<file path="src/design/turfio_pkg.sv">
package turfio_pkg;

    //////////////////////////////////////////////////////////////////////
    // Datapath sizing
    //////////////////////////////////////////////////////////////////////

    // SURF lanes on one TURFIO
    localparam int NUM_LANES       = 7;
    // Lane number carried with every merged byte
    localparam int LANE_IDX_W      = 3;
    // Bytes of storage per lane
    localparam int LANE_FIFO_DEPTH = 32;
    // Circular buffer pointer width
    localparam int LANE_PTR_W      = $clog2(LANE_FIFO_DEPTH);
    // Enough for a buffer full of one-byte packets
    localparam int PKT_CNT_W       = 6;

    //////////////////////////////////////////////////////////////////////
    // Control bus
    //////////////////////////////////////////////////////////////////////

    // Word address, 16 registers
    localparam int WB_ADR_W = 4;
    localparam int WB_DAT_W = 32;
    // Event counter wraps at this width
    localparam int EV_CNT_W = 16;

    // "TFIO" in ASCII
    localparam logic [31:0] DEVICE_ID  = 32'h5446_494F;
    // Date field zero, then major 0, minor 4, revision 3
    localparam logic [31:0] FW_VERSION = {16'h0000, 4'd0, 4'd4, 8'd3};

    // Lanes 3 and 5 have swapped pairs on the board
    localparam logic [NUM_LANES-1:0] LANE_INV_DEFAULT = 7'b010_1000;
    // Every lane takes part after reset
    localparam logic [NUM_LANES-1:0] LANE_EN_DEFAULT  = '1;

    // Register map
    localparam logic [WB_ADR_W-1:0] REG_ID       = 4'd0;
    localparam logic [WB_ADR_W-1:0] REG_VERSION  = 4'd1;
    localparam logic [WB_ADR_W-1:0] REG_LANE_EN  = 4'd2;
    localparam logic [WB_ADR_W-1:0] REG_LANE_INV = 4'd3;
    localparam logic [WB_ADR_W-1:0] REG_EV_COUNT = 4'd4;

    //////////////////////////////////////////////////////////////////////
    // Bundles
    //////////////////////////////////////////////////////////////////////

    // Master to slave
    typedef struct packed {
        logic                cyc;
        logic                stb;
        logic                we;
        logic [WB_ADR_W-1:0] adr;
        logic [WB_DAT_W-1:0] dat;
    } wb_req_t;

    // Slave to master, dat valid with ack
    typedef struct packed {
        logic                ack;
        logic [WB_DAT_W-1:0] dat;
    } wb_rsp_t;

    // One lane byte, input side and buffer head
    typedef struct packed {
        logic       valid;
        logic [7:0] data;
        logic       last;
    } surf_byte_t;

    // Merged event byte, tagged with its source lane
    typedef struct packed {
        logic                  valid;
        logic [7:0]            data;
        logic [LANE_IDX_W-1:0] lane;
        logic                  last;
    } ev_byte_t;

endpackage
</file>
<file path="src/design/turfio_datapath_top.sv">
`timescale 1ns/1ps

module turfio_datapath_top (
    input  logic                                               init_clk,
    input  logic                                               rst_n_i,
    input  turfio_pkg::wb_req_t                                wb_req_i,
    output turfio_pkg::wb_rsp_t                                wb_rsp_o,
    input  turfio_pkg::surf_byte_t [turfio_pkg::NUM_LANES-1:0] surf_i,
    output logic [turfio_pkg::NUM_LANES-1:0]                   surf_ready_o,
    output turfio_pkg::ev_byte_t                               ev_o,
    input  logic                                               ev_ready_i
);

    // Register block to lanes and merger
    logic [turfio_pkg::NUM_LANES-1:0]                   lane_en;
    logic [turfio_pkg::NUM_LANES-1:0]                   lane_inv;
    // Merger back to register block
    logic                                               ev_done;

    // Lane buffers to merger and back
    turfio_pkg::surf_byte_t [turfio_pkg::NUM_LANES-1:0] lane_head;
    logic [turfio_pkg::NUM_LANES-1:0]                   lane_avail;
    logic [turfio_pkg::NUM_LANES-1:0]                   lane_pop;

    //////////////////////////////////////////////////////////////////////
    // Control registers
    //////////////////////////////////////////////////////////////////////

    turfio_regs turfio_regs_inst (
        .init_clk   (init_clk),
        .rst_n_i    (rst_n_i),
        .wb_req_i   (wb_req_i),
        .wb_rsp_o   (wb_rsp_o),
        .ev_done_i  (ev_done),
        .lane_en_o  (lane_en),
        .lane_inv_o (lane_inv)
    );

    //////////////////////////////////////////////////////////////////////
    // One buffer per SURF lane
    //////////////////////////////////////////////////////////////////////

    for (genvar i = 0; i < turfio_pkg::NUM_LANES; i++) begin : g_lane
        surf_lane_fifo surf_lane_fifo_inst (
            .init_clk    (init_clk),
            .rst_n_i     (rst_n_i),
            .lane_en_i   (lane_en[i]),
            .lane_inv_i  (lane_inv[i]),
            .in_i        (surf_i[i]),
            .in_ready_o  (surf_ready_o[i]),
            .pop_i       (lane_pop[i]),
            .head_o      (lane_head[i]),
            .pkt_avail_o (lane_avail[i])
        );
    end

    // Event assembly
    surf_event_merger surf_event_merger_inst (
        .init_clk     (init_clk),
        .rst_n_i      (rst_n_i),
        .lane_en_i    (lane_en),
        .lane_head_i  (lane_head),
        .lane_avail_i (lane_avail),
        .lane_pop_o   (lane_pop),
        .ev_o         (ev_o),
        .ev_ready_i   (ev_ready_i),
        .ev_done_o    (ev_done)
    );

endmodule

</file>
<file path="src/design/surf_event_merger.sv">
`timescale 1ns/1ps

module surf_event_merger (
    input  logic                                               init_clk,
    input  logic                                               rst_n_i,
    input  logic [turfio_pkg::NUM_LANES-1:0]                   lane_en_i,
    input  turfio_pkg::surf_byte_t [turfio_pkg::NUM_LANES-1:0] lane_head_i,
    input  logic [turfio_pkg::NUM_LANES-1:0]                   lane_avail_i,
    output logic [turfio_pkg::NUM_LANES-1:0]                   lane_pop_o,
    output turfio_pkg::ev_byte_t                               ev_o,
    input  logic                                               ev_ready_i,
    output logic                                               ev_done_o
);

    //////////////////////////////////////////////////////////////////////
    // Lane selection helpers
    //////////////////////////////////////////////////////////////////////

    // Lowest set lane at or above start
    function automatic logic [turfio_pkg::LANE_IDX_W-1:0] next_lane(
        input logic [turfio_pkg::NUM_LANES-1:0] mask,
        input int                               start
    );
        logic [turfio_pkg::LANE_IDX_W-1:0] idx;
        idx = '0;
        // Descending so the lowest match wins
        for (int i = turfio_pkg::NUM_LANES - 1; i >= 0; i--) begin
            if (mask[i] && i >= start) begin
                idx = turfio_pkg::LANE_IDX_W'(i);
            end
        end
        return idx;
    endfunction

    // Highest set lane
    function automatic logic [turfio_pkg::LANE_IDX_W-1:0] top_lane(
        input logic [turfio_pkg::NUM_LANES-1:0] mask
    );
        logic [turfio_pkg::LANE_IDX_W-1:0] idx;
        idx = '0;
        for (int i = 0; i < turfio_pkg::NUM_LANES; i++) begin
            if (mask[i]) begin
                idx = turfio_pkg::LANE_IDX_W'(i);
            end
        end
        return idx;
    endfunction

    //////////////////////////////////////////////////////////////////////
    // Control state
    //////////////////////////////////////////////////////////////////////

    // High while an event is being forwarded
    logic                                  run_q;
    // Enable mask frozen at event start
    logic [turfio_pkg::NUM_LANES-1:0]      en_q;
    logic [turfio_pkg::LANE_IDX_W-1:0]     cur_q;
    logic [turfio_pkg::LANE_IDX_W-1:0]     last_lane_q;

    logic                                  all_ready;
    logic                                  start;
    logic                                  xfer;
    turfio_pkg::surf_byte_t                head;

    // Every enabled lane holds a whole packet
    assign all_ready = &(lane_avail_i | ~lane_en_i);
    // Nothing enabled, nothing to merge
    assign start     = ~run_q & (|lane_en_i) & all_ready;

    always_ff @(posedge init_clk) begin
        if (!rst_n_i) begin
            run_q       <= 1'b0;
            en_q        <= '0;
            cur_q       <= '0;
            last_lane_q <= '0;
        end else if (start) begin
            run_q       <= 1'b1;
            en_q        <= lane_en_i;
            cur_q       <= next_lane(lane_en_i, 0);
            last_lane_q <= top_lane(lane_en_i);
        end else if (xfer && head.last) begin
            // End of this lane's packet
            if (cur_q == last_lane_q) begin
                run_q <= 1'b0;
            end else begin
                cur_q <= next_lane(en_q, int'(cur_q) + 1);
            end
        end
    end

    //////////////////////////////////////////////////////////////////////
    // Output path
    //////////////////////////////////////////////////////////////////////

    // Head only moves on a pop, so a stalled byte stays put
    always_comb begin
        head       = lane_head_i[cur_q];
        ev_o.valid = run_q & head.valid;
        ev_o.data  = head.data;
        ev_o.lane  = cur_q;
        // Event ends with the highest enabled lane
        ev_o.last  = head.last & (cur_q == last_lane_q);
    end

    assign xfer = ev_o.valid & ev_ready_i;

    // Pop the lane currently being forwarded
    always_comb begin
        lane_pop_o = '0;
        lane_pop_o[cur_q] = xfer;
    end

    assign ev_done_o = xfer & ev_o.last;

endmodule

</file>
<file path="src/design/surf_lane_fifo.sv">
`timescale 1ns/1ps

module surf_lane_fifo (
    input  logic                   init_clk,
    input  logic                   rst_n_i,
    input  logic                   lane_en_i,
    input  logic                   lane_inv_i,
    input  turfio_pkg::surf_byte_t in_i,
    output logic                   in_ready_o,
    input  logic                   pop_i,
    output turfio_pkg::surf_byte_t head_o,
    output logic                   pkt_avail_o
);

    // Storage, data byte above the last flag
    logic [8:0]                          mem_q [0:turfio_pkg::LANE_FIFO_DEPTH-1];
    logic [turfio_pkg::LANE_PTR_W-1:0]   wr_ptr_q;
    logic [turfio_pkg::LANE_PTR_W-1:0]   rd_ptr_q;
    // One extra bit so full is distinct from empty
    logic [turfio_pkg::LANE_PTR_W:0]     fill_q;
    logic [turfio_pkg::PKT_CNT_W-1:0]    pkt_cnt_q;

    logic       full;
    logic       empty;
    logic       wr_en;
    logic       rd_en;
    logic       pkt_in;
    logic       pkt_out;
    logic [7:0] in_data;

    assign full  = (fill_q == turfio_pkg::LANE_FIFO_DEPTH);
    assign empty = (fill_q == '0);

    // Disabled lane swallows everything
    assign in_ready_o = ~lane_en_i | ~full;

    // Undo the board pair swap
    assign in_data = in_i.data ^ {8{lane_inv_i}};

    assign wr_en   = in_i.valid & lane_en_i & ~full;
    assign rd_en   = pop_i & ~empty;
    assign pkt_in  = wr_en & in_i.last;
    assign pkt_out = rd_en & mem_q[rd_ptr_q][0];

    //////////////////////////////////////////////////////////////////////
    // Circular buffer
    //////////////////////////////////////////////////////////////////////

    always_ff @(posedge init_clk) begin
        if (wr_en) begin
            mem_q[wr_ptr_q] <= {in_data, in_i.last};
        end
    end

    // Pointers and counts; disabling a lane flushes it
    always_ff @(posedge init_clk) begin
        if (!rst_n_i || !lane_en_i) begin
            wr_ptr_q  <= '0;
            rd_ptr_q  <= '0;
            fill_q    <= '0;
            pkt_cnt_q <= '0;
        end else begin
            if (wr_en) begin
                wr_ptr_q <= wr_ptr_q + 1'b1;
            end
            if (rd_en) begin
                rd_ptr_q <= rd_ptr_q + 1'b1;
            end
            // Net change of fill level
            fill_q    <= fill_q + wr_en - rd_en;
            // Complete packets held
            pkt_cnt_q <= pkt_cnt_q + pkt_in - pkt_out;
        end
    end

    // Head reads straight from storage, visible the cycle after a write
    always_comb begin
        head_o.valid = ~empty;
        head_o.data  = mem_q[rd_ptr_q][8:1];
        head_o.last  = mem_q[rd_ptr_q][0];
    end

    assign pkt_avail_o = (pkt_cnt_q != '0);

endmodule

</file>
<file path="src/design/turfio_regs.sv">
`timescale 1ns/1ps

module turfio_regs (
    input  logic                                   init_clk,
    input  logic                                   rst_n_i,
    input  turfio_pkg::wb_req_t                    wb_req_i,
    output turfio_pkg::wb_rsp_t                    wb_rsp_o,
    input  logic                                   ev_done_i,
    output logic [turfio_pkg::NUM_LANES-1:0]       lane_en_o,
    output logic [turfio_pkg::NUM_LANES-1:0]       lane_inv_o
);

    //////////////////////////////////////////////////////////////////////
    // Bus handshake
    //////////////////////////////////////////////////////////////////////

    // New request: cyc and stb high, not already acked
    logic                                 req_new;
    logic                                 wr_new;
    logic                                 ack_q;
    logic [turfio_pkg::WB_DAT_W-1:0]      rd_mux;
    logic [turfio_pkg::WB_DAT_W-1:0]      rdat_q;

    // Control registers
    logic [turfio_pkg::NUM_LANES-1:0]     lane_en_q;
    logic [turfio_pkg::NUM_LANES-1:0]     lane_inv_q;
    logic [turfio_pkg::EV_CNT_W-1:0]      ev_cnt_q;

    assign req_new = wb_req_i.cyc & wb_req_i.stb & ~ack_q;
    assign wr_new  = req_new & wb_req_i.we;

    // Ack one cycle after the request, for one cycle only
    always_ff @(posedge init_clk) begin
        if (!rst_n_i) begin
            ack_q <= 1'b0;
        end else begin
            ack_q <= req_new;
        end
    end

    //////////////////////////////////////////////////////////////////////
    // Read path
    //////////////////////////////////////////////////////////////////////

    // Address decode, unmapped reads as zero
    always_comb begin
        rd_mux = '0;
        case (wb_req_i.adr)
            turfio_pkg::REG_ID:       rd_mux = turfio_pkg::DEVICE_ID;
            turfio_pkg::REG_VERSION:  rd_mux = turfio_pkg::FW_VERSION;
            turfio_pkg::REG_LANE_EN:  rd_mux[turfio_pkg::NUM_LANES-1:0] = lane_en_q;
            turfio_pkg::REG_LANE_INV: rd_mux[turfio_pkg::NUM_LANES-1:0] = lane_inv_q;
            turfio_pkg::REG_EV_COUNT: rd_mux[turfio_pkg::EV_CNT_W-1:0] = ev_cnt_q;
            default:                  rd_mux = '0;
        endcase
    end

    // Captured with the request, presented with ack
    always_ff @(posedge init_clk) begin
        if (req_new) begin
            rdat_q <= rd_mux;
        end
    end

    //////////////////////////////////////////////////////////////////////
    // Write path and event count
    //////////////////////////////////////////////////////////////////////

    always_ff @(posedge init_clk) begin
        if (!rst_n_i) begin
            lane_en_q  <= turfio_pkg::LANE_EN_DEFAULT;
            lane_inv_q <= turfio_pkg::LANE_INV_DEFAULT;
        end else if (wr_new) begin
            // Only the two mask registers are writable
            if (wb_req_i.adr == turfio_pkg::REG_LANE_EN) begin
                lane_en_q <= wb_req_i.dat[turfio_pkg::NUM_LANES-1:0];
            end
            if (wb_req_i.adr == turfio_pkg::REG_LANE_INV) begin
                lane_inv_q <= wb_req_i.dat[turfio_pkg::NUM_LANES-1:0];
            end
        end
    end

    // Free-running, wraps
    always_ff @(posedge init_clk) begin
        if (!rst_n_i) begin
            ev_cnt_q <= '0;
        end else if (ev_done_i) begin
            ev_cnt_q <= ev_cnt_q + 1'b1;
        end
    end

    // Outputs
    always_comb begin
        wb_rsp_o.ack = ack_q;
        wb_rsp_o.dat = rdat_q;
    end

    assign lane_en_o  = lane_en_q;
    assign lane_inv_o = lane_inv_q;

endmodule

</file>
<file path="config.mk">
export PLATFORM = sky130hd
export DESIGN_NAME = turfio_datapath_top
export DESIGN_NICKNAME = d
export VERILOG_FILES = /design/src/design/turfio_pkg.sv /design/src/design/turfio_datapath_top.sv /design/src/design/surf_event_merger.sv /design/src/design/surf_lane_fifo.sv /design/src/design/turfio_regs.sv
export SDC_FILE = /design/constraint.sdc
export NUM_CORES = 2
export LEC_CHECK = 0
export ABC_AREA = 1
export BUFFER_PORTS_ARGS = -buffer_cell sky130_fd_sc_hd__buf_2
export CAP_MARGIN = 20
export CORE_UTILIZATION = 50
export CTS_CLUSTER_DIAMETER = 30
export DETAILED_ROUTE_END_ITERATION = 6
export PLACE_DENSITY = 0.66
export SLEW_MARGIN = 20
export SYNTH_ARGS = -nofsm -noshare
export SYNTH_HDL_FRONTEND = slang
export SYNTH_HIERARCHICAL = 1
export SYNTH_SLANG_ARGS = --single-unit
</file>
<file path="constraint.sdc">
create_clock -name init_clk -period 3.6 [get_ports init_clk]
set_input_delay 0.72 -clock init_clk [delete_from_list [all_inputs] [get_ports init_clk]]
set_output_delay 0.72 -clock init_clk [all_outputs]
set_load 0.01 [all_outputs]
</file>
# Yosys cells after proc, flatten, opt, wreduce, memory -nomap -nowiden
# Memory sizes are Yosys's and may differ from the RTL's. A register that Yosys moved wholly into a read port is not among the register bits.
# Cells that the tools add are included.
dict set report word_totals {
  inputBits 112
  word_cells 302
  out_inout_bits 53
  ram_bits 2016
  memories 7
  regBits 231
}
dict set report op_classes {
  n_reduce_logical 47
  eq_ne 13
  n_bitwise 84
  n_lt_le_gt_ge 9
  mux 61
  add_sub_neg 44
}
# name words width rd rd_ports_with_merged_regs write_ports line
set memory_table {}
lappend memory_table {{g_lane[0].surf_lane_fifo_inst.mem_q} 32 9 1 1 1 surf_lane_fifo.sv:16} ;# logic [8:0] mem_q [0:turfio_pkg::LANE_FIFO_DEPTH-1];
lappend memory_table {{g_lane[1].surf_lane_fifo_inst.mem_q} 32 9 1 1 1 surf_lane_fifo.sv:16}
lappend memory_table {{g_lane[2].surf_lane_fifo_inst.mem_q} 32 9 1 1 1 surf_lane_fifo.sv:16}
lappend memory_table {{g_lane[3].surf_lane_fifo_inst.mem_q} 32 9 1 1 1 surf_lane_fifo.sv:16}
lappend memory_table {{g_lane[4].surf_lane_fifo_inst.mem_q} 32 9 1 1 1 surf_lane_fifo.sv:16}
lappend memory_table {{g_lane[5].surf_lane_fifo_inst.mem_q} 32 9 1 1 1 surf_lane_fifo.sv:16}
lappend memory_table {{1 more memories} n/a n/a n/a n/a n/a n/a}
# cell n
set ops {}
lappend ops {{greater-or-equal comparator 4 x 32 -> 1 bit (first input constant)} 3}
lappend ops {{adder 6 x 1 -> 6 bit} 14}
lappend ops {{subtractor 6 x 1 -> 6 bit} 14}
lappend ops {{adder 5 x 1 -> 5 bit (second input constant)} 14}
lappend ops {{two-way mux 5 bit} 14}
lappend ops {{greater-or-equal comparator 3 x 32 -> 1 bit (first input constant)} 2}
lappend ops {{two-way mux 3 bit} 20}
lappend ops {{bitwise XOR 8 bit} 7}
lappend ops {{AND 1 bit} 44}
lappend ops {{equality test 6 bit (second input constant)} 7}
lappend ops {{zero test 6 bit} 7}
lappend ops {{nonzero test 6 bit} 7}
lappend ops {{case mux 7 bit (5 select lines)} 1}
lappend ops {{greater-or-equal comparator 1 x 32 -> 1 bit (first input constant)} 1}
lappend ops {{greater-or-equal comparator 2 x 32 -> 1 bit (first input constant)} 1}
lappend ops {{binary-select mux 10 bit (select 3 bit)} 1}
lappend ops {{case mux 9 bit (3 select lines)} 1}
lappend ops {{inverter 1 bit} 23}
lappend ops {{two-way mux 1 bit} 19}
lappend ops {{adder 16 x 1 -> 16 bit (second input constant)} 1}
lappend ops {{two-way mux 15 bit} 1}
lappend ops {{two-way mux 10 bit} 1}
lappend ops {{logical AND 1 bit} 9}
lappend ops {{equality test 4 x 2 -> 1 bit (second input constant)} 2}
lappend ops {{other kinds (20)} 44}

# Depth between registers and ports, before layout
dict set report depth {
  word_depth 13
  ltp_mapped 26
  ltp_nobuf 23
}

# Modules after synthesis
# Netlist, hierarchy kept.
# mod seq_area_each_um2 area_each_um2 instances cells_each
set by_module_without_submodules {}
lappend by_module_without_submodules {{surf_lane_fifo (g_lane[1].surf_lane_fifo_inst ...)} 9188.8 13254.0 3 1188}
lappend by_module_without_submodules {{surf_lane_fifo (g_lane[4].surf_lane_fifo_inst ...)} 9188.8 13247.7 2 1187}
lappend by_module_without_submodules {{surf_lane_fifo (g_lane[6].surf_lane_fifo_inst)} 9188.8 13250.2 1 1190}
lappend by_module_without_submodules {{surf_lane_fifo (g_lane[0].surf_lane_fifo_inst)} 9188.8 13245.2 1 1187}
lappend by_module_without_submodules {turfio_regs 1131.1 2242.2 1 274}
lappend by_module_without_submodules {surf_event_merger 280.3 1632.8 1 302}

# Worst setup path after synthesis
# No wires, ideal clock.
dict set report synth_path {
  path_type {reg-to-reg}
  from {reg surf_event_merger_inst/cur_q[0] (netlist bit)}
  to {reg g_lane[5].surf_lane_fifo_inst/fill_q[4] (netlist bit)}
  path_slack_ps 610
  period_less_slack_ps 2990
  n_path_buf 2
  setup_time_ps 121
  arrival_time_ps 2870
  stages_incl_launch_ff 24
  t_required_ps 3479
  path_cell_list {dfxtp_1 > inv_2 > buf_6 > nand2_1 > nand2_1 > nand2_1 > nand2_1 > nand2_1 > nand2_1 > nand3_2 > buf_6 > nor2_1 > nand2_1 > inv_1 > ha_1 > inv_1 > ha_1 > fa_1 > nand2_1 > inv_1 > o21ai_0 > nand2_1 > o21ai_0 > a21oi_1}
}
dict set report synth_via {
  elab_chain_len 7
  word_cells_on_any_way 12
  classes_between {add/sub (1); order compare (2); mux (4); bitwise (4); reduce/logical (1)}
}
# element line
set synth_rtl {}
lappend synth_rtl {{start: declaration} surf_event_merger.sv:57} ;# logic [turfio_pkg::LANE_IDX_W-1:0] cur_q;
lappend synth_rtl {{start signal: assignment} surf_event_merger.sv:79} ;# cur_q <= next_lane(lane_en_i, 0);
lappend synth_rtl {{start signal: assignment} surf_event_merger.sv:86} ;# cur_q <= next_lane(en_q, int'(cur_q) + 1);
lappend synth_rtl {{less-than comparator 3 x 4 -> 1 bit (not written as such) (tied with other cells)} surf_event_merger.sv:110} ;# lane_pop_o[cur_q] = xfer;
lappend synth_rtl {{logical AND 1 bit (not written as such) / two-way mux 10 bit (equally long branches)} {surf_event_merger.sv:110, surf_event_merger.sv:97}}
lappend synth_rtl {{two-way mux 1 bit (not written as such) / AND 1 bit (equally long branches)} {surf_event_merger.sv:110, surf_event_merger.sv:98}}
lappend synth_rtl {{demux 1 bit (select 3 bit) / AND 1 bit (equally long branches)} n/a}
lappend synth_rtl {{AND 7 bit (no source line) (*)} n/a}
lappend synth_rtl {{via lane_pop (one bit)} turfio_datapath_top.sv:23} ;# logic [turfio_pkg::NUM_LANES-1:0] lane_pop;
lappend synth_rtl {{AND 1 bit (*)} surf_lane_fifo.sv:41} ;# assign rd_en = pop_i & ~empty;
lappend synth_rtl {{subtractor 6 x 1 -> 6 bit (*)} surf_lane_fifo.sv:70} ;# fill_q <= fill_q + wr_en - rd_en;
lappend synth_rtl {{end signal: assignment} surf_lane_fifo.sv:70}
lappend synth_rtl {{end: declaration} surf_lane_fifo.sv:20} ;# logic [turfio_pkg::LANE_PTR_W:0] fill_q;
# The timed path passes the listed nets; every way through them passes the cells marked *. The select of a mux whose other input is x is not followed.
# A chain may end at the register's enable or synchronous reset.

==> impl_metrics.tcl <==
set metrics [dict create \
    rsz0062_at_grt "true" \
    start_util_pct 50.6 \
    postLayoutCoreUtil_pct 62.8 \
    final_cell_mix "nand2_1 (2,842), edfxtp_1 (2,033), nand3_1 (1,640), buf_4 (467), clkbuf_16 (465)" \
    wl_per_cell_um 20.9 \
    synth-edff-count 2033 \
    numPortBuffers 129 \
    num_rows 160 \
    fin_tns_setup_ns -5.00 \
    ctsHtreeMaxLevel 5 \
    synth_mux_area_share_pct 0 \
    path_clk_slew_ns 0.04 \
    track_usage_pct 26.0 \
    yosysWarnings 6 \
    skew_ns 0.0988 \
    clkSinkCount 2267 \
    critPathArrivalTime_ns 3.55 \
    num-nets-final 9920 \
    r2r_cells 25 \
    finalSetupViolations 10 \
    boundaryPins 165 \
    numCtsBuffers 451 \
    synth_ff_type "edfxtp_1" \
    drt_iter0_markers 6757 \
    ys_ff_latch 2267 \
    power_mw 77.1 \
    worst-slew-pin-transition_ns 1.11 \
    holdCritPathClass "in -> reg" \
    syn_inst 8891 \
    clock.fmax_ghz 0.234 \
    grt_max_degree 96 \
    vias 69628 \
    core-area_mm2 0.191 \
    drive_gt1_share_pct 16.9 \
    cap_violations 0 \
    clock-root-buffer "clkbuf_16" \
    synth_top_family_by_area "simple AND/OR/NAND/NOR gates" \
    reg2reg_from "g_lane[1].surf_lane_fifo_inst/fill_q[2]$_SDFF_PP0_" \
    drt_wl_total_mm 262 \
    status "finished, violations left" \
    hold-path-cell-count 3 \
    yosys.area_share.simple_pct 22.4 \
    crit_path_start_kind "flip-flop" \
    grt_overflow 0 \
    ant_nets 0 \
    grt_pass1_vias 66965 \
    hpwl_mm 156 \
    syn_to_final_growth_pct 24.1 \
    dieArea_mm2 0.195 \
    synth-xor-area-share_pct 0.544 \
    ir_drop_mv 0.470 \
    grt_first_pass_wirelength_mm 392 \
    final_max_slew_viol_count 0 \
    maxSlewHeadroom_pct 26.2 \
    hold_end "turfio_regs_inst/lane_inv_o[6]$_SDFFE_PN0P_" \
    synth_fa_ha_area_share_pct 2.35 \
    fin_crit_sh_pct 119 \
    preCtsSetupSlack_ns -0.116 \
    violations "setup timing" \
    drtPass1Iterations 7 \
    setup_ws_ns -0.669 \
    antenna_found_initial 7 \
    clock_latency_ns 1.01 \
    post_drt_via_cell_ratio 5.57 \
    drc 0 \
    rrSetupSlack_ns -0.01 \
    power_leakage_nw 45.8 \
    routabilityCongestion 0.908 \
    crit_type "reg -> out" \
    synth_cell_type_count 45 \
    final_common_cell "nand2_1" \
    synthArstFlopShare_pct 0 \
    end_kind "output port" \
    fp.dieW_um 442 \
    cts_max_path_buffers 4 \
    netlist_area_mm2 0.0966 \
    crit_fanout 8 \
    die_y_um 442 \
    power_density_mw_per_mm2 642 \
    avgSynthCellArea_um2 10.9 \
    required_ns 2.88 \
    cts_tree "done" \
    period_needed_ns 4.27 \
    r2r_end "g_lane[2].surf_lane_fifo_inst/fill_q[4]$_SDFF_PP0_" \
    place_area_mm2 0.103 \
    ys_seq_area_share_pct 68.0 \
    hold_viol 0 \
    fin_area_mm2 0.120 \
    synth_compound_area_share_pct 2.35 \
    hp-start "wb_req_i[6]" \
]
power breakdown:
| part | switching [mW] | internal, mW | leakage (nW) |
|---|---|---|---|
| combinational | 4.58 | 2.38 | 18.5 |
| clock | 13.4 | 26.9 | 7.10 |
| sequential | 0.283 | 29.5 | 20.2 |
layer usage:
layer / track usage (%) / routed length (um) / up-vias
met5: 0 / 11 / -
met4: 12.5 / 11900 / 2
met3: 4.38 / 20700 / 613
met2: 41.7 / 125000 / 3102
met1: 34.3 / 104000 / 33617
li1: - / - / 32294
synthesized netlist by cell type (33+ instances only):
cell type / count / share of area (%)
dfxtp_1: 234 / 4.8
nor3_1: 42 / 0.22
nand3_1: 1671 / 8.7
nand4_1: 57 / 0.37
buf_4: 33 / 0.26
edfxtp_1: 2033 / 63
buf_2: 242 / 1.3
nor2_1: 403 / 1.6
ha_1: 159 / 2.1
buf_6: 61 / 0.71
xor2_1: 57 / 0.52
clkbuf_1: 69 / 0.27
inv_1: 403 / 1.6
buf_1: 40 / 0.16
a21oi_1: 200 / 1.0
o21a_1: 57 / 0.44
o21ai_0: 123 / 0.64
nand2_1: 2885 / 11
sequential cells by signal, summed over array words and instances (netlist names), named ones only:
register,count
g_lane.surf_lane_fifo_inst/wr_ptr_q,35
surf_event_merger_inst/cur_q,3
g_lane.surf_lane_fifo_inst/rd_ptr_q,35
surf_event_merger_inst/run_q,1
surf_event_merger_inst/en_q,7
turfio_regs_inst/lane_en_o,7
g_lane.surf_lane_fifo_inst/mem_q,2016
turfio_regs_inst/ev_cnt_q,16
turfio_regs_inst/rdat_q,17
turfio_regs_inst/lane_inv_o,7
g_lane.surf_lane_fifo_inst/pkt_cnt_q,42
turfio_regs_inst/ack_q,1
surf_event_merger_inst/last_lane_q,3
g_lane.surf_lane_fifo_inst/fill_q,42
through the flow:
step	cells	hold slack, ns
2_1_floorplan	8900	0.429
3_3_place_gp	11598	0.445
3_5_place_dp	11598	0.451
4_1_cts	12448	0.00123
5_1_grt	12507	0.0506
6_report	12507	0.0600
kinds of logic after synthesis:
| family | after synthesis |
|---|---|
| XOR/XNOR | 60 |
| buffers and inverters | 880 |
| adder cells (fa/ha/maj) | 173 |
| other | 1 |
| AND/OR/NAND/NOR | 5100 |
| flip-flops | 2267 |
| AO/OA/AOI/OAI | 410 |
what timing repair did:
item / in CTS / in global routing
endpoints found under the setup margin: 21 / 34
hold buffers: 6 / 0
buffers inserted: 15 / 37
gates resized for setup: 90 / 199
endpoints found under the hold margin: 9 / 0
cloned: 18 / 20
pin swaps: 9 / 64
worst max-delay path by stage:
stage / from / to / slack, ns
3_5_place_dp: g_lane[1].surf_lane_fifo_inst/fill_q[2]$_SDFF_PP0_ / g_lane[0].surf_lane_fifo_inst/pkt_cnt_q[4]$_SDFF_PP0_ / -0.12
4_1_cts: flip-flop / ev_o[10] / -0.63
6_report: flip-flop / ev_o[6] / -0.67
2_1_floorplan: surf_event_merger_inst/cur_q[0]$_SDFFE_PN0P_ / g_lane[5].surf_lane_fifo_inst/fill_q[4]$_SDFF_PP0_ / 0.61
5_1_grt: flip-flop / ev_o[6] / -0.70
3_3_place_gp: g_lane[1].surf_lane_fifo_inst/fill_q[2]$_SDFF_PP0_ / g_lane[2].surf_lane_fifo_inst/pkt_cnt_q[4]$_SDFF_PP0_ / -0.14
cell type report:
| cell class | count | area [um2] |
|---|---|---|
| Fill cell | 14295 | 71000 |
| Sequential cell | 2267 | 65800 |
| Antenna cell | 3 | 7.51 |
| Timing Repair inverter | 7 | 68.8 |
| Clock buffer | 506 | 11600 |
| Timing Repair Buffer | 720 | 6640 |
| Inverter | 435 | 1730 |
| Multi-Input combinational cell | 5753 | 27700 |
| Clock inverter | 305 | 3260 |
| Tap cell | 2511 | 3140 |
worst max-delay path: stages (launching register included):
cell,delay (ns)
dfxtp_4,0.56
clkinv_8,0.17
buf_6,0.16
nand2_1,0.06
nand3_1,0.08
nand3_1,0.10
nand2_1,0.06
nand2_1,0.08
nand3_2,0.11
o21a_4,0.18
a221oi_2,0.27
buf_4,0.18
nand4_1,0.28
buf_2,0.26
(Power assumes the default switching activity.)
